File: src/logic/mgr_settings.svh
// -------------------------------------------------------------------------
// Manager widths, depths and credits
// -------------------------------------------------------------------------
`ifndef MGR_SETTINGS_SVH
`define MGR_SETTINGS_SVH

// Work-unit side
`define MGR_WU_ADDR_W    8    // Instruction address
`define MGR_WU_DEPTH     256  // Instruction words
`define MGR_TAG_W        4
`define MGR_LANE_W       6    // Lane count field
`define MGR_CMD_W        8    // Streaming-op and SIMD commands
`define MGR_MEM_ADDR_W   16

// Stack bus
`define MGR_DATA_W       32   // One lane word
`define MGR_OOB_DATA_W   16

// Flow control
`define MGR_OOB_CREDITS  2    // Downstream OOB beats in flight
`define MGR_UP_DEPTH     4    // Upstream FIFO, also stack start credits
`define MGR_WR_CREDITS   2    // Memory writes in flight
`define MGR_DESC_DEPTH   4

`endif

File: src/logic/mgr_wu_pkg.sv
// -------------------------------------------------------------------------
// Work-unit types
// -------------------------------------------------------------------------
`include "mgr_settings.svh"

package mgr_wu_pkg;

  typedef logic [`MGR_WU_ADDR_W-1:0]  wu_addr_t;
  typedef logic [`MGR_TAG_W-1:0]      tag_t;
  typedef logic [`MGR_LANE_W-1:0]     lane_cnt_t;
  typedef logic [`MGR_CMD_W-1:0]      cmd_t;       // Streaming-op or SIMD
  typedef logic [`MGR_MEM_ADDR_W-1:0] mem_addr_t;

  typedef enum logic [1:0] {
    NOP = 2'b00,
    OP  = 2'b01
  } wu_op_e;

  // One instruction word, 44 bits
  typedef struct packed {
    wu_op_e    op;
    tag_t      tag;
    lane_cnt_t num_lanes;
    cmd_t      stop_cmd;
    cmd_t      simd_cmd;
    mem_addr_t base_addr;
  } wu_inst_t;

  // Stack configuration, goes out on OOB
  typedef struct packed {
    tag_t      tag;
    lane_cnt_t num_lanes;
    cmd_t      stop_cmd;
    cmd_t      simd_cmd;
  } oob_cmd_t;

  // Where a tagged return packet lands
  typedef struct packed {
    tag_t      tag;
    mem_addr_t base_addr;
  } rdp_desc_t;

endpackage

File: src/logic/mgr_stack_pkg.sv
// -------------------------------------------------------------------------
// Stack bus types
// -------------------------------------------------------------------------
`include "mgr_settings.svh"

package mgr_stack_pkg;

  import mgr_wu_pkg::tag_t;
  import mgr_wu_pkg::mem_addr_t;

  typedef logic [`MGR_DATA_W-1:0]     lane_data_t;
  typedef logic [`MGR_OOB_DATA_W-1:0] oob_data_t;

  // Packet delineation
  typedef enum logic [1:0] {
    SOM     = 2'b01,
    MOM     = 2'b00,
    EOM     = 2'b10,
    SOM_EOM = 2'b11  // Single-beat packet
  } pkt_cntl_e;

  typedef enum logic {
    OOB_TAG_LANES = 1'b0,
    OOB_COMMANDS  = 1'b1
  } oob_type_e;

  typedef struct packed {
    pkt_cntl_e cntl;
    oob_type_e oob_type;
    oob_data_t data;
  } oob_beat_t;

  typedef struct packed {
    pkt_cntl_e  cntl;
    tag_t       tag;
    lane_data_t data;
  } up_beat_t;

  typedef struct packed {
    mem_addr_t  addr;
    lane_data_t data;
  } wr_req_t;

endpackage

File: src/logic/oob_downstream_tx.sv
// -------------------------------------------------------------------------
// OOB downstream transmitter
// -------------------------------------------------------------------------
`include "mgr_settings.svh"

module oob_downstream_tx (
  input  logic                     clk,
  input  logic                     rst_n,
  input  logic                     cmd_valid,
  input  mgr_wu_pkg::oob_cmd_t     cmd,
  output logic                     cmd_ready,
  output logic                     oob_valid,
  output mgr_stack_pkg::oob_beat_t oob_beat,
  input  logic                     oob_credit
);
  import mgr_wu_pkg::*;
  import mgr_stack_pkg::*;

  localparam int CNT_W = $clog2(`MGR_OOB_CREDITS + 1);
  localparam int PAD_W = `MGR_OOB_DATA_W - `MGR_LANE_W - `MGR_TAG_W;

  typedef enum logic [1:0] {
    IDLE,
    BEAT0,  // Tag and lanes
    BEAT1   // Commands
  } tx_state_e;

  tx_state_e        state;
  logic [CNT_W-1:0] credit_cnt;
  oob_cmd_t         cmd_q;

  // Credit arriving this cycle may be spent at once
  assign oob_valid = (state != IDLE) && ((credit_cnt != '0) || oob_credit);
  assign cmd_ready = (state == IDLE) || ((state == BEAT1) && oob_valid);

  always_comb begin
    if (state == BEAT1) begin
      oob_beat.cntl     = EOM;
      oob_beat.oob_type = OOB_COMMANDS;
      oob_beat.data     = {cmd_q.stop_cmd, cmd_q.simd_cmd};
    end else begin
      oob_beat.cntl     = SOM;
      oob_beat.oob_type = OOB_TAG_LANES;
      oob_beat.data     = {{PAD_W{1'b0}}, cmd_q.num_lanes, cmd_q.tag};  // Zero-extended
    end
  end

  always_ff @(posedge clk) begin
    if (!rst_n) begin
      state      <= IDLE;
      credit_cnt <= CNT_W'(`MGR_OOB_CREDITS);  // Stack capacity
    end else begin
      credit_cnt <= credit_cnt + CNT_W'(oob_credit) - CNT_W'(oob_valid);
      case (state)
        IDLE:  if (cmd_valid) state <= BEAT0;
        BEAT0: if (oob_valid) state <= BEAT1;
        BEAT1: if (oob_valid) state <= cmd_valid ? BEAT0 : IDLE;  // Back to back
        default: state <= IDLE;
      endcase
    end
  end

  always_ff @(posedge clk) begin
    if (cmd_valid && cmd_ready) begin
      cmd_q <= cmd;
    end
  end

  // Stack never returns more than it was given
  assert property (@(posedge clk) disable iff (!rst_n)
    credit_cnt <= CNT_W'(`MGR_OOB_CREDITS));

endmodule

File: config.mk
export PLATFORM = sky130hd
export DESIGN_NAME = oob_downstream_tx
export DESIGN_NICKNAME = d
export VERILOG_FILES = /design/src/logic/mgr_wu_pkg.sv /design/src/logic/mgr_stack_pkg.sv /design/src/logic/oob_downstream_tx.sv
export VERILOG_INCLUDE_DIRS = /design/src /design/src/logic
export SDC_FILE = /design/constraint.sdc
export NUM_CORES = 1
export LEC_CHECK = 0
export BUFFER_PORTS_ARGS = -buffer_cell sky130_fd_sc_hd__buf_2
export CORE_MARGIN = 4
export CORE_UTILIZATION = 43
export CTS_BUF_LIST = sky130_fd_sc_hd__clkbuf_4 sky130_fd_sc_hd__clkbuf_8
export CTS_CLUSTER_SIZE = 28
export DETAILED_ROUTE_END_ITERATION = 8
export PLACE_DENSITY = 0.75
export SLEW_MARGIN = 20
export SYNTH_ARGS = -nofsm -noshare
export SYNTH_HDL_FRONTEND = slang
export SYNTH_SLANG_ARGS = --single-unit
File: constraint.sdc
create_clock -name clk -period 2.05 [get_ports clk]
set_clock_uncertainty 0.05 [all_clocks]
set_input_delay 0.205 -clock clk [delete_from_list [all_inputs] [get_ports clk]]
set_output_delay 0.205 -clock clk [all_outputs]
set_load 0.01 [all_outputs]
# Word level (Yosys, flattened, before mapping)
# Index checks and enable logic that the tools add are counted.
[totals]
register_bits = 30
inputBits = 30
output_inout_bits = 21
wordCells = 28
[op_classes]
add_sub_neg = 2
eq_ne = 5
muxes = 6
reduce_logical = 9
[op_table]
columns = ["cell", "n"]
rows = [
  ["19-bit 2-to-1 mux", 1],
  ["2-bit 2-to-1 mux", 3],
  ["2-bit != test (second input constant)", 3],
  ["2-bit case mux with 3 select lines", 1],
  ["2-bit nonzero test", 2],
  ["1-bit logical AND", 3],
  ["3-bit AND reduction", 1],
  ["2-bit by 1-bit adder with 2-bit output", 1],
  ["2-bit by 1-bit == test with 1-bit output (second input constant)", 1],
  ["2-bit == test (second input constant)", 1],
  ["2-bit zero test", 1],
  ["1-bit logical OR", 2],
  ["2-bit by 1-bit subtractor with 2-bit output", 1],
  ["1-bit 2-to-1 mux", 1],
]

# Longest topological paths before layout
# Gate-level depths: netlist of run 1.
[logic_depth]
word_depth = 6
ltp_mapped = 7
depth_no_buf = 7

# Least setup slack after synthesis of run 1
# Ideal clock, no wire load.
[synth_path]
kind = "register -> register"
from = "register credit_cnt[1]"
to = "register cmd_q[0] in the netlist's numbering (enable)"
setup_time_ns = 0.385
arrival_time_ns = 1.456
required_time_ns = 1.615
path_slack_ns = 0.159
stages_incl_launch_ff = 4
n_path_buf = 0
synth_period_minus_slack_ns = 1.891
cell_sequence = "dfxtp_1 > nor3_2 > a21oi_1 > and2_1"
[synth_between]
elab_chain_len = 6
[synth_lines]
columns = ["element", "line", "source"]
rows = [
  ["start: declaration", "oob_downstream_tx.sv:29", "logic [CNT_W-1:0] credit_cnt;"],
  ["start signal: assignment", "oob_downstream_tx.sv:51", "credit_cnt <= CNT_W'(`MGR_OOB_CREDITS);"],
  ["start signal: assignment", "oob_downstream_tx.sv:53", "credit_cnt <= credit_cnt + CNT_W'(oob_credit) - CNT_W'(oob_valid);"],
  ["2-bit nonzero test", "oob_downstream_tx.sv:33", "assign oob_valid = (state != IDLE) && ((credit_cnt != '0) || oob_credit);"],
  ["1-bit logical OR", "oob_downstream_tx.sv:33", ""],
  ["1-bit logical AND", "oob_downstream_tx.sv:33", ""],
  ["1-bit logical AND", "oob_downstream_tx.sv:34", "assign cmd_ready = (state == IDLE) || ((state == BEAT1) && oob_valid);"],
  ["1-bit logical OR", "oob_downstream_tx.sv:34", ""],
  ["via cmd_ready", "oob_downstream_tx.sv:11", "output logic cmd_ready,"],
  ["1-bit logical AND", "oob_downstream_tx.sv:64", "if (cmd_valid && cmd_ready) begin"],
  ["end signal: assignment", "oob_downstream_tx.sv:65", "cmd_q <= cmd;"],
  ["end: declaration", "oob_downstream_tx.sv:30", "oob_cmd_t cmd_q;"],
]
# The timed path passes the listed nets, and every way through them passes these cells.
# A chain may end at the register's enable or synchronous reset.

==> results of run 1 <==
[worst max-delay path: stages, from the launching register on]
cell and delay [ps]:
sky130_fd_sc_hd__dfxtp_1 440, sky130_fd_sc_hd__inv_2 80, sky130_fd_sc_hd__nor2_4 130, sky130_fd_sc_hd__buf_12 140
sky130_fd_sc_hd__mux2_2 340, sky130_fd_sc_hd__buf_2 140
[routing by layer]
layer	wire length (um)	global-route usage [%]
met4	83	8.48
met2	1250	23.6
met3	249	6.50
met5	0	0
met1	968	16.2
[power by group through the flow]
stage | Sequential [mW] | Combinational, mW | Clock [mW]
2_1_floorplan | 0.759 | 0.133 | 0
3_3_place_gp | 0.762 | 0.204 | 0
3_5_place_dp | 0.767 | 0.212 | 0
4_1_cts | 0.753 | 0.249 | 0.494
5_1_grt | 0.760 | 0.285 | 0.514
6_report | 0.752 | 0.258 | 0.476
[layout make-up]
type / instances / area share [%]
sequential: 30 / 46.2
timing repair buffer: 78 / 28.6
multi-input combinational: 41 / 18.1
clock buffer: 7 / 2.82
tap: 31 / 2.08
clock inverter: 1 / 1.61
inverter: 3 / 0.604
[cell families after synthesis]
group           synth area share, %
simple gates                   11.8
flops                          70.1
compound gates                 3.98
mux                            10.6
fa+ha+maj                      1.02
buf+inv                        2.45
[cell usage in the layout (no fill, tap or decap)]
| cell | n |
|---|---|
| sky130_fd_sc_hd__buf_2 | 50 |
| sky130_fd_sc_hd__edfxtp_1 | 26 |
| sky130_fd_sc_hd__dlygate4sd3_1 | 24 |
| sky130_fd_sc_hd__mux2_2 | 8 |
| sky130_fd_sc_hd__clkbuf_4 | 7 |
| sky130_fd_sc_hd__and2_2 | 6 |
| sky130_fd_sc_hd__nor2_1 | 4 |
| sky130_fd_sc_hd__dfxtp_1 | 4 |
| sky130_fd_sc_hd__buf_4 | 3 |
| sky130_fd_sc_hd__inv_1 | 2 |
| sky130_fd_sc_hd__mux2_4 | 2 |
| sky130_fd_sc_hd__o21ai_0 | 2 |
| sky130_fd_sc_hd__and2_1 | 2 |
| sky130_fd_sc_hd__nand3b_1 | 2 |
| sky130_fd_sc_hd__nor3_1 | 2 |
| sky130_fd_sc_hd__nor3_2 | 1 |
| sky130_fd_sc_hd__inv_2 | 1 |
| sky130_fd_sc_hd__nor2_4 | 1 |
| sky130_fd_sc_hd__o21bai_1 | 1 |
| sky130_fd_sc_hd__nand2_1 | 1 |
| sky130_fd_sc_hd__a21oi_1 | 1 |
| sky130_fd_sc_hd__nor2b_1 | 1 |
| sky130_fd_sc_hd__a211oi_1 | 1 |
| sky130_fd_sc_hd__and4b_2 | 1 |
| sky130_fd_sc_hd__a31o_2 | 1 |
| sky130_fd_sc_hd__o211a_1 | 1 |
| sky130_fd_sc_hd__nand3_1 | 1 |
| sky130_fd_sc_hd__mux2i_1 | 1 |
| sky130_fd_sc_hd__ha_1 | 1 |
| sky130_fd_sc_hd__bufinv_16 | 1 |
| sky130_fd_sc_hd__buf_12 | 1 |
[metrics by stage]
step	cell area, sq um	hold slack [ps]	worst slack [ps]
CTS	1830	3.98	1.45
detailed placement	1510	333	375
global placement	1510	333	415
floorplan	1230	254	159
finish	1860	19.7	192
global route	1860	1.47	125
[repair_timing]
item,CTS,global route
hold buffers,24,0
buffers inserted,0,3
pin swaps,1,1
endpoints found under the setup margin,8,9
endpoints found under the hold margin,24,0
[final timing paths]
path                                end  slack, ps  cells past startpoint
hold / removal      cmd_q[12]$_DFFE_PP_         20                      1
hold reg to reg   state[0]$_SDFFE_PN0P_        550                      1
setup / recovery            oob_beat[5]        190                      5
setup reg to reg    cmd_q[20]$_DFFE_PP_        440                      4
[state kept, by name (all words and copies together), names as in the netlist]
name,flops
state,2
credit_cnt,2
cmd_q,26
==> tab_implementation.tex, run 1 <==
\begin{tabular}{lr}
\hline
Metric & Value \\
\hline
\multicolumn{2}{l}{\textbf{Status}} \\
Result of the run & finished clean \\
\multicolumn{2}{l}{\textbf{Finish}} \\
Post-route insts no fill & 191 \\
Layout Nets & 190 \\
Proportion of layout cells with a drive suffix above 1 & 51.9\% \\
Footprint of the multi-input gates & 337 sq um \\
Fill cells & just over 200 \\
Post-layout util & 68.1\% \\
Count of inserted antenna diode cells & 0 \\
Storage cell area & 861 sq um \\
Area grow syn2layout & 51.8\% \\
\multicolumn{2}{l}{\textbf{Logic synthesis}} \\
Fraction of post-synthesis cell area in the top cell type by area & between 60 and 70\% \\
Cell area after synthesis & 1230 sq um \\
Yosys top cell by area & sky130\_fd\_sc\_hd\_\_edfxtp\_1 \\
Count of flip-flops with a built-in enable after synthesis & 26 \\
Top area cells in the synthesized netlist & sky130\_fd\_sc\_hd\_\_edfxtp\_1, sky130\_fd\_sc\_hd\_\_mux2\_2, sky130\_fd\_sc\_hd\_\_dfxtp\_1 \\
Average instance area after synthesis & approximately 16 sq um \\
Count of yosys warnings during synthesis & 0 \\
Register area share after synthesis & between 70\% and 80\% \\
Top FF cell, synth & sky130\_fd\_sc\_hd\_\_edfxtp\_1 \\
Distinct cells, synth & 27 \\
Number of nets produced by synthesis & 107 \\
Share of synthesized registers carrying an async set or reset & 0\% \\
Number of storage elements in the synthesis netlist & 30 \\
List of most frequent post-synthesis cells & sky130\_fd\_sc\_hd\_\_edfxtp\_1, sky130\_fd\_sc\_hd\_\_mux2\_2, sky130\_fd\_sc\_hd\_\_and2\_2 \\
Post-synthesis instance total & 76 \\
Count leader, synth & sky130\_fd\_sc\_hd\_\_edfxtp\_1 \\
\multicolumn{2}{l}{\textbf{Setup path}} \\
CP required & 1790 ps \\
Worst r2r src & credit\_cnt[1]\$\_SDFF\_PN1\_ \\
Data arrival time of the critical path & 1600 ps \\
Class of the most critical setup path & reg2out \\
Critical path launch point & state[1]\$\_SDFFE\_PN0P\_ \\
Setup crit start kind & flip-flop \\
Critical path peak fanout & 12 \\
Type of destination of the critical path & output port \\
\multicolumn{2}{l}{\textbf{Timing}} \\
Final count of negative-setup-slack endpoints & 0 \\
Relative slew slack & 77.8\% \\
Worst slew pin tran & roughly 330 ps \\
Max frequency & 538 MHz \\
Final hold viol count & 0 \\
Setup repair after global routing missed its margin & false \\
Slew Limit Fails & 0 \\
Tmin final & 1860 ps \\
Ratio of final minimum period to clock period & 90.6\% \\
Sum of negative setup slack & 0 ps \\
\multicolumn{2}{l}{\textbf{Clock network}} \\
Number of sinks handled by clock tree synthesis & 30 \\
Max Buffers Root-to-Sink & 2 \\
Clock transition at the registers of the reported paths & 90 ps \\
Num CTS Buffers & 5 \\
Total number of H-tree levels & 2 \\
Clock insertion delay at the later pin of the skew report & 330 ps \\
CTS tree & built \\
Count of instances resized after the clock tree is built & 0 \\
CTS Root Cell & sky130\_fd\_sc\_hd\_\_clkbuf\_4 \\
\multicolumn{2}{l}{\textbf{Pwr}} \\
Post-layout power & 1.49 mW \\
Leakage & between 0.8 and 0.9 nW \\
Maximum ir drop on the vdd rail & between 600 and 700 uV \\
Internal power consumption & 1.15 mW \\
Logic gate share of total power & 17.4\% \\
Power density over cell area & 798 nW/um\^{}2 \\
Net switching fraction of the power & 22.5\% \\
Portion of total power attributed to sequential cells & 50.6\% \\
Share of power burned in the clock network & between 30\% and 40\% \\
Net Sw Power & 335 uW \\
\multicolumn{2}{l}{\textbf{Floorplanning}} \\
Core Region & 2730 sq um \\
Die area & 3770 sq um \\
Initial core utilization & between 40 and 50\% \\
Floorplan row count & 19 \\
Chip Height & 61.4 um \\
Count of boundary I/O pins & around 50 \\
Die Width & between 60 and 70 um \\
\multicolumn{2}{l}{\textbf{Global route}} \\
All-layer global routing usage & 14.7\% \\
Vias in the first global route & approximately 870 \\
Overflow left after global routing & 0 \\
Largest net degree at the start of global routing & 27 \\
Number of antenna violations at the first check in global routing & 0 \\
Wire length of the first global-routing pass & 3840 um \\
\multicolumn{2}{l}{\textbf{Routing}} \\
Count of unresolved DRC violations after routing & 0 \\
Post-DR wirelength/cell & 13.4 um \\
Routed via count & $\sim$900 \\
Drt first pass iters & 4 \\
Drt initial violations & 35 \\
Post-route antenna net violation count & 0 \\
Routed vias/inst & between 4 and 5 \\
Detailed Route WL & around 2600 um \\
\multicolumn{2}{l}{\textbf{Placement}} \\
Final weighted congestion of routability-driven global placement & roughly 0.7 \\
Placed cells & between 150 and 200 \\
Port bufs & 50 \\
HPWL after detailed placement & 1680 um \\
\multicolumn{2}{l}{\textbf{Worst hold path}} \\
Min-delay worst type & in2reg \\
Launch point of the worst hold path & cmd[12] \\
\multicolumn{2}{l}{\textbf{Job}} \\
Count of maximum capacitance violations & 0 \\
\hline
\end{tabular}
Note: power is estimated with default switching activity, not from simulation.
==> inputs of run 2 (changes only) <==
--- a/config.mk
+++ b/config.mk
@@ -8,11 +8,11 @@
 export LEC_CHECK = 0
 export BUFFER_PORTS_ARGS = -buffer_cell sky130_fd_sc_hd__buf_2
 export CORE_MARGIN = 4
-export CORE_UTILIZATION = 43
+export CORE_UTILIZATION = 49
 export CTS_BUF_LIST = sky130_fd_sc_hd__clkbuf_4 sky130_fd_sc_hd__clkbuf_8
 export CTS_CLUSTER_SIZE = 28
 export DETAILED_ROUTE_END_ITERATION = 8
-export PLACE_DENSITY = 0.75
+export PLACE_DENSITY = 0.83
 export SLEW_MARGIN = 20
 export SYNTH_ARGS = -nofsm -noshare
 export SYNTH_HDL_FRONTEND = slang
==> constraint.sdc (replaced) <==
create_clock -name clk -period 2.05 [get_ports clk]
set_clock_uncertainty 0.05 [all_clocks]
set_input_delay 0.5125 -clock clk [delete_from_list [all_inputs] [get_ports clk]]
set_output_delay 0.5125 -clock clk [all_outputs]
set_load 0.01 [all_outputs]
==> tab_implementation.tex, run 2 (synthesized netlist as in run 1, its figures left out) <==
\begin{tabular}{lr}
\hline
Metric & Value \\
\hline
\multicolumn{2}{l}{\textbf{Setup path}} \\
Critical path peak fanout & 7 (-5) \\
Class of the most critical setup path & reg2out \\
Critical path launch point & state[1]\$\_SDFFE\_PN0P\_ \\
Endpoint of the most critical register-to-register path & credit\_cnt[1]\$\_SDFF\_PN1\_ \\
End of the critical path & oob\_beat[3] \\
Delay contributed by the slowest stage of the critical path & 350 ps (-90 ps) \\
Number of cells on the worst reg-to-reg path & 7 (+3) \\
Type of destination of the critical path & output port \\
Cell count along the critical path & 5 (unchanged) \\
Number of buffer and inverter stages on the critical path & 3 (unchanged) \\
Category of cells accounting for the largest share of critical-path delay & flip-flops \\
CP required & 1490 ps (-300 ps) \\
Slack of the worst reg-to-reg path & 360 ps (-80 ps) \\
Critical-path top delay cell & sky130\_fd\_sc\_hd\_\_dfxtp\_4 \\
Setup crit start kind & flip-flop \\
Data arrival time of the critical path & 1410 ps (-190 ps) \\
Worst r2r src & state[1]\$\_SDFFE\_PN0P\_ \\
Worst path cell trace & inv\_2, nor2\_4, buf\_6, mux2\_2, buf\_2 \\
\multicolumn{2}{l}{\textbf{Timing}} \\
Slew Limit Fails & 0 (unchanged) \\
Tmin final & 1970 ps (+110 ps) \\
Final count of negative-setup-slack endpoints & 0 (unchanged) \\
Max frequency & 508 MHz (-5.6\%) \\
Setup slack after layout & 82.0 ps (-110 ps) \\
Setup repair after global routing missed its margin & false \\
Worst slew pin tran & 331 ps (-0.378 ps) \\
Relative slew slack & 77.9\% (about the same) \\
Ratio of final minimum period to clock period & 96.0\% (+5.4 points) \\
Final hold viol count & 0 (unchanged) \\
Sum of negative setup slack & 0 ps (unchanged) \\
\multicolumn{2}{l}{\textbf{Pwr}} \\
Post-layout power & 1.47 mW (-1.2\%) \\
Share of power burned in the clock network & 33.2\% (+1.2 points) \\
Leakage & 0.731 nW (-9.1\%) \\
Net Sw Power & 319 uW (-4.5\%) \\
Internal power consumption & 1.15 mW (-0.21\%) \\
Maximum ir drop on the vdd rail & 760 uV (+14\%) \\
Power density over cell area & 883 nW/um\^{}2 (+11\%) \\
Portion of total power attributed to sequential cells & 51.0\% (+0.4 points) \\
Logic gate share of total power & 15.9\% (-1.5 points) \\
Net switching fraction of the power & 21.7\% (-0.76 points) \\
\multicolumn{2}{l}{\textbf{Floorplanning}} \\
Die area & 3370 sq um (-11\%) \\
Count of boundary I/O pins & 51 (unchanged) \\
Floorplan row count & 17 (-2) \\
Die Width & 58.1 um (-5.5\%) \\
Initial core utilization & 53.4\% (+8.5 points) \\
Chip Height & 58.1 um (-5.5\%) \\
Core Region & 2300 sq um (-16\%) \\
\multicolumn{2}{l}{\textbf{Clock network}} \\
Num CTS Buffers & 5 (unchanged) \\
CTS tree & built \\
Hold-fix buffer count after cts & 0 (-100\%) \\
Total number of H-tree levels & 2 (unchanged) \\
Max Buffers Root-to-Sink & 2 (unchanged) \\
CTS Root Cell & sky130\_fd\_sc\_hd\_\_clkbuf\_4 \\
Clock insertion delay at the later pin of the skew report & 310 ps (-20 ps) \\
Number of sinks handled by clock tree synthesis & 30 (unchanged) \\
Clock transition at the registers of the reported paths & 90 ps (about the same) \\
\multicolumn{2}{l}{\textbf{Finish}} \\
Flip-flop count of the largest register after layout & 26 (unchanged) \\
Count of inserted antenna diode cells & 0 (unchanged) \\
Area grow syn2layout & 35.6\% \\
Register bank with the most flops & cmd\_q \\
Final Instance Area & 1660 sq um (-11\%) \\
Layout Nets & 170 (-11\%) \\
Proportion of layout cells with a drive suffix above 1 & 63.6\% (+12 points) \\
Most frequent standard cell in the layout excluding fill and tap cells & sky130\_fd\_sc\_hd\_\_buf\_2 \\
Most used cells in the layout excluding fill and tap cells & sky130\_fd\_sc\_hd\_\_buf\_2, sky130\_fd\_sc\_hd\_\_edfxtp\_1, sky130\_fd\_sc\_hd\_\_mux2\_2 \\
Post-route insts no fill & 168 (-12\%) \\
Largest regs & cmd\_q (26), credit\_cnt (2), state (2) \\
\multicolumn{2}{l}{\textbf{Placement}} \\
Placed cells & 155 (-0.64\%) \\
Port bufs & 50 (unchanged) \\
Cell Area, Placed & 1520 sq um (+0.75\%) \\
HPWL after detailed placement & 1620 um (-3.5\%) \\
Final weighted congestion of routability-driven global placement & 0.715 (+3.8\%) \\
Post-Place Worst Slack & 255 ps (-120 ps) \\
\multicolumn{2}{l}{\textbf{Global route}} \\
All-layer global routing usage & 14.2\% (-0.53 points) \\
Number of antenna violations at the first check in global routing & 0 (unchanged) \\
Wire length of the first global-routing pass & 3570 um (-7.0\%) \\
Overflow left after global routing & 0 (unchanged) \\
Largest net degree at the start of global routing & 27 (unchanged) \\
Vias in the first global route & 809 (-7.4\%) \\
\multicolumn{2}{l}{\textbf{Routing}} \\
Post-DR wirelength/cell & 12.9 um (-3.3\%) \\
Post-route antenna net violation count & 0 (unchanged) \\
Count of unresolved DRC violations after routing & 0 (unchanged) \\
Drt first pass iters & 2 (-2) \\
Routed via count & 821 (-8.5\%) \\
Detailed Route WL & 2180 um (-15\%) \\
Routed vias/inst & 4.89 (+4.1\%) \\
Drt initial violations & 21 (-40\%) \\
\multicolumn{2}{l}{\textbf{Job}} \\
Count of maximum capacitance violations & 0 (unchanged) \\
\multicolumn{2}{l}{\textbf{Worst hold path}} \\
Min-delay worst type & in2reg \\
\multicolumn{2}{l}{\textbf{Status}} \\
Result of the run & finished clean \\
\hline
\end{tabular}
==> run 2: worst register-to-register path, stage by stage, from the launching register on <==
cell                       delay, ps
sky130_fd_sc_hd__dfxtp_4         350
sky130_fd_sc_hd__buf_4           140
sky130_fd_sc_hd__o21bai_1        300
sky130_fd_sc_hd__o21ai_0         140
sky130_fd_sc_hd__ha_1            250
sky130_fd_sc_hd__nand3b_1        180
sky130_fd_sc_hd__mux2i_1         130
sky130_fd_sc_hd__nor3_1           60
==> run 2: repair_timing <==
| action | CTS | global route |
|---|---|---|
| resized for setup | 4 | 3 |
| endpoints found under the hold margin | 0 | 0 |
| pin swaps | 0 | 1 |
| endpoints found under the setup margin | 10 | 9 |
| buffers inserted | 1 | 4 |
==> run 2: layout make-up <==
| cell class | count | area, sq um |
|---|---|---|
| clock buffer | 7 | 58.8 |
| clock inverter | 1 | 30.0 |
| fill | 167 | 633 |
| inverter | 3 | 11.3 |
| multi-input combinational | 41 | 337 |
| sequential | 30 | 868 |
| tap | 28 | 35.0 |
| timing repair buffer | 58 | 324 |
==> run 2: stage by stage <==
step           hold slack [ps]  util, %
3_3_place_gp               474     66.0
6_report                   319     72.4
5_1_grt                    281     72.4
3_5_place_dp               501     66.0
2_1_floorplan              463        -
4_1_cts                    298     70.7
==> run 2: power groups by stage <==
stage | sequential [mW] | combinational (mW) | clock (mW)
3_5_place_dp | 0.767 | 0.216 | 0
6_report | 0.749 | 0.233 | 0.487
3_3_place_gp | 0.762 | 0.208 | 0
4_1_cts | 0.752 | 0.223 | 0.507
5_1_grt | 0.756 | 0.258 | 0.541
2_1_floorplan | 0.759 | 0.133 | 0
==> run 2: worst min-delay path by stage <==
stage	start	endpoint	slack (ps)	cells past startpoint
after global routing	cmd[0]	cmd_q[0]$_DFFE_PP_	280	1
after detailed placement	state[1]$_SDFFE_PN0P_	state[0]$_SDFFE_PN0P_	500	1
final	cmd[3]	cmd_q[3]$_DFFE_PP_	320	1
after CTS	cmd[13]	cmd_q[13]$_DFFE_PP_	300	1
after global placement	state[1]$_SDFFE_PN0P_	state[0]$_SDFFE_PN0P_	470	1
after floorplan	state[1]$_SDFFE_PN0P_	state[0]$_SDFFE_PN0P_	460	1
==> run 2: per-layer routing <==
metal	up-vias	track usage [%]	share of wire (%)
li1	410	-	-
met1	369	16.2	41
met2	38	23.5	48
met3	4	5.57	9.7
met4	0	5.96	1.1
met5	-	0	0
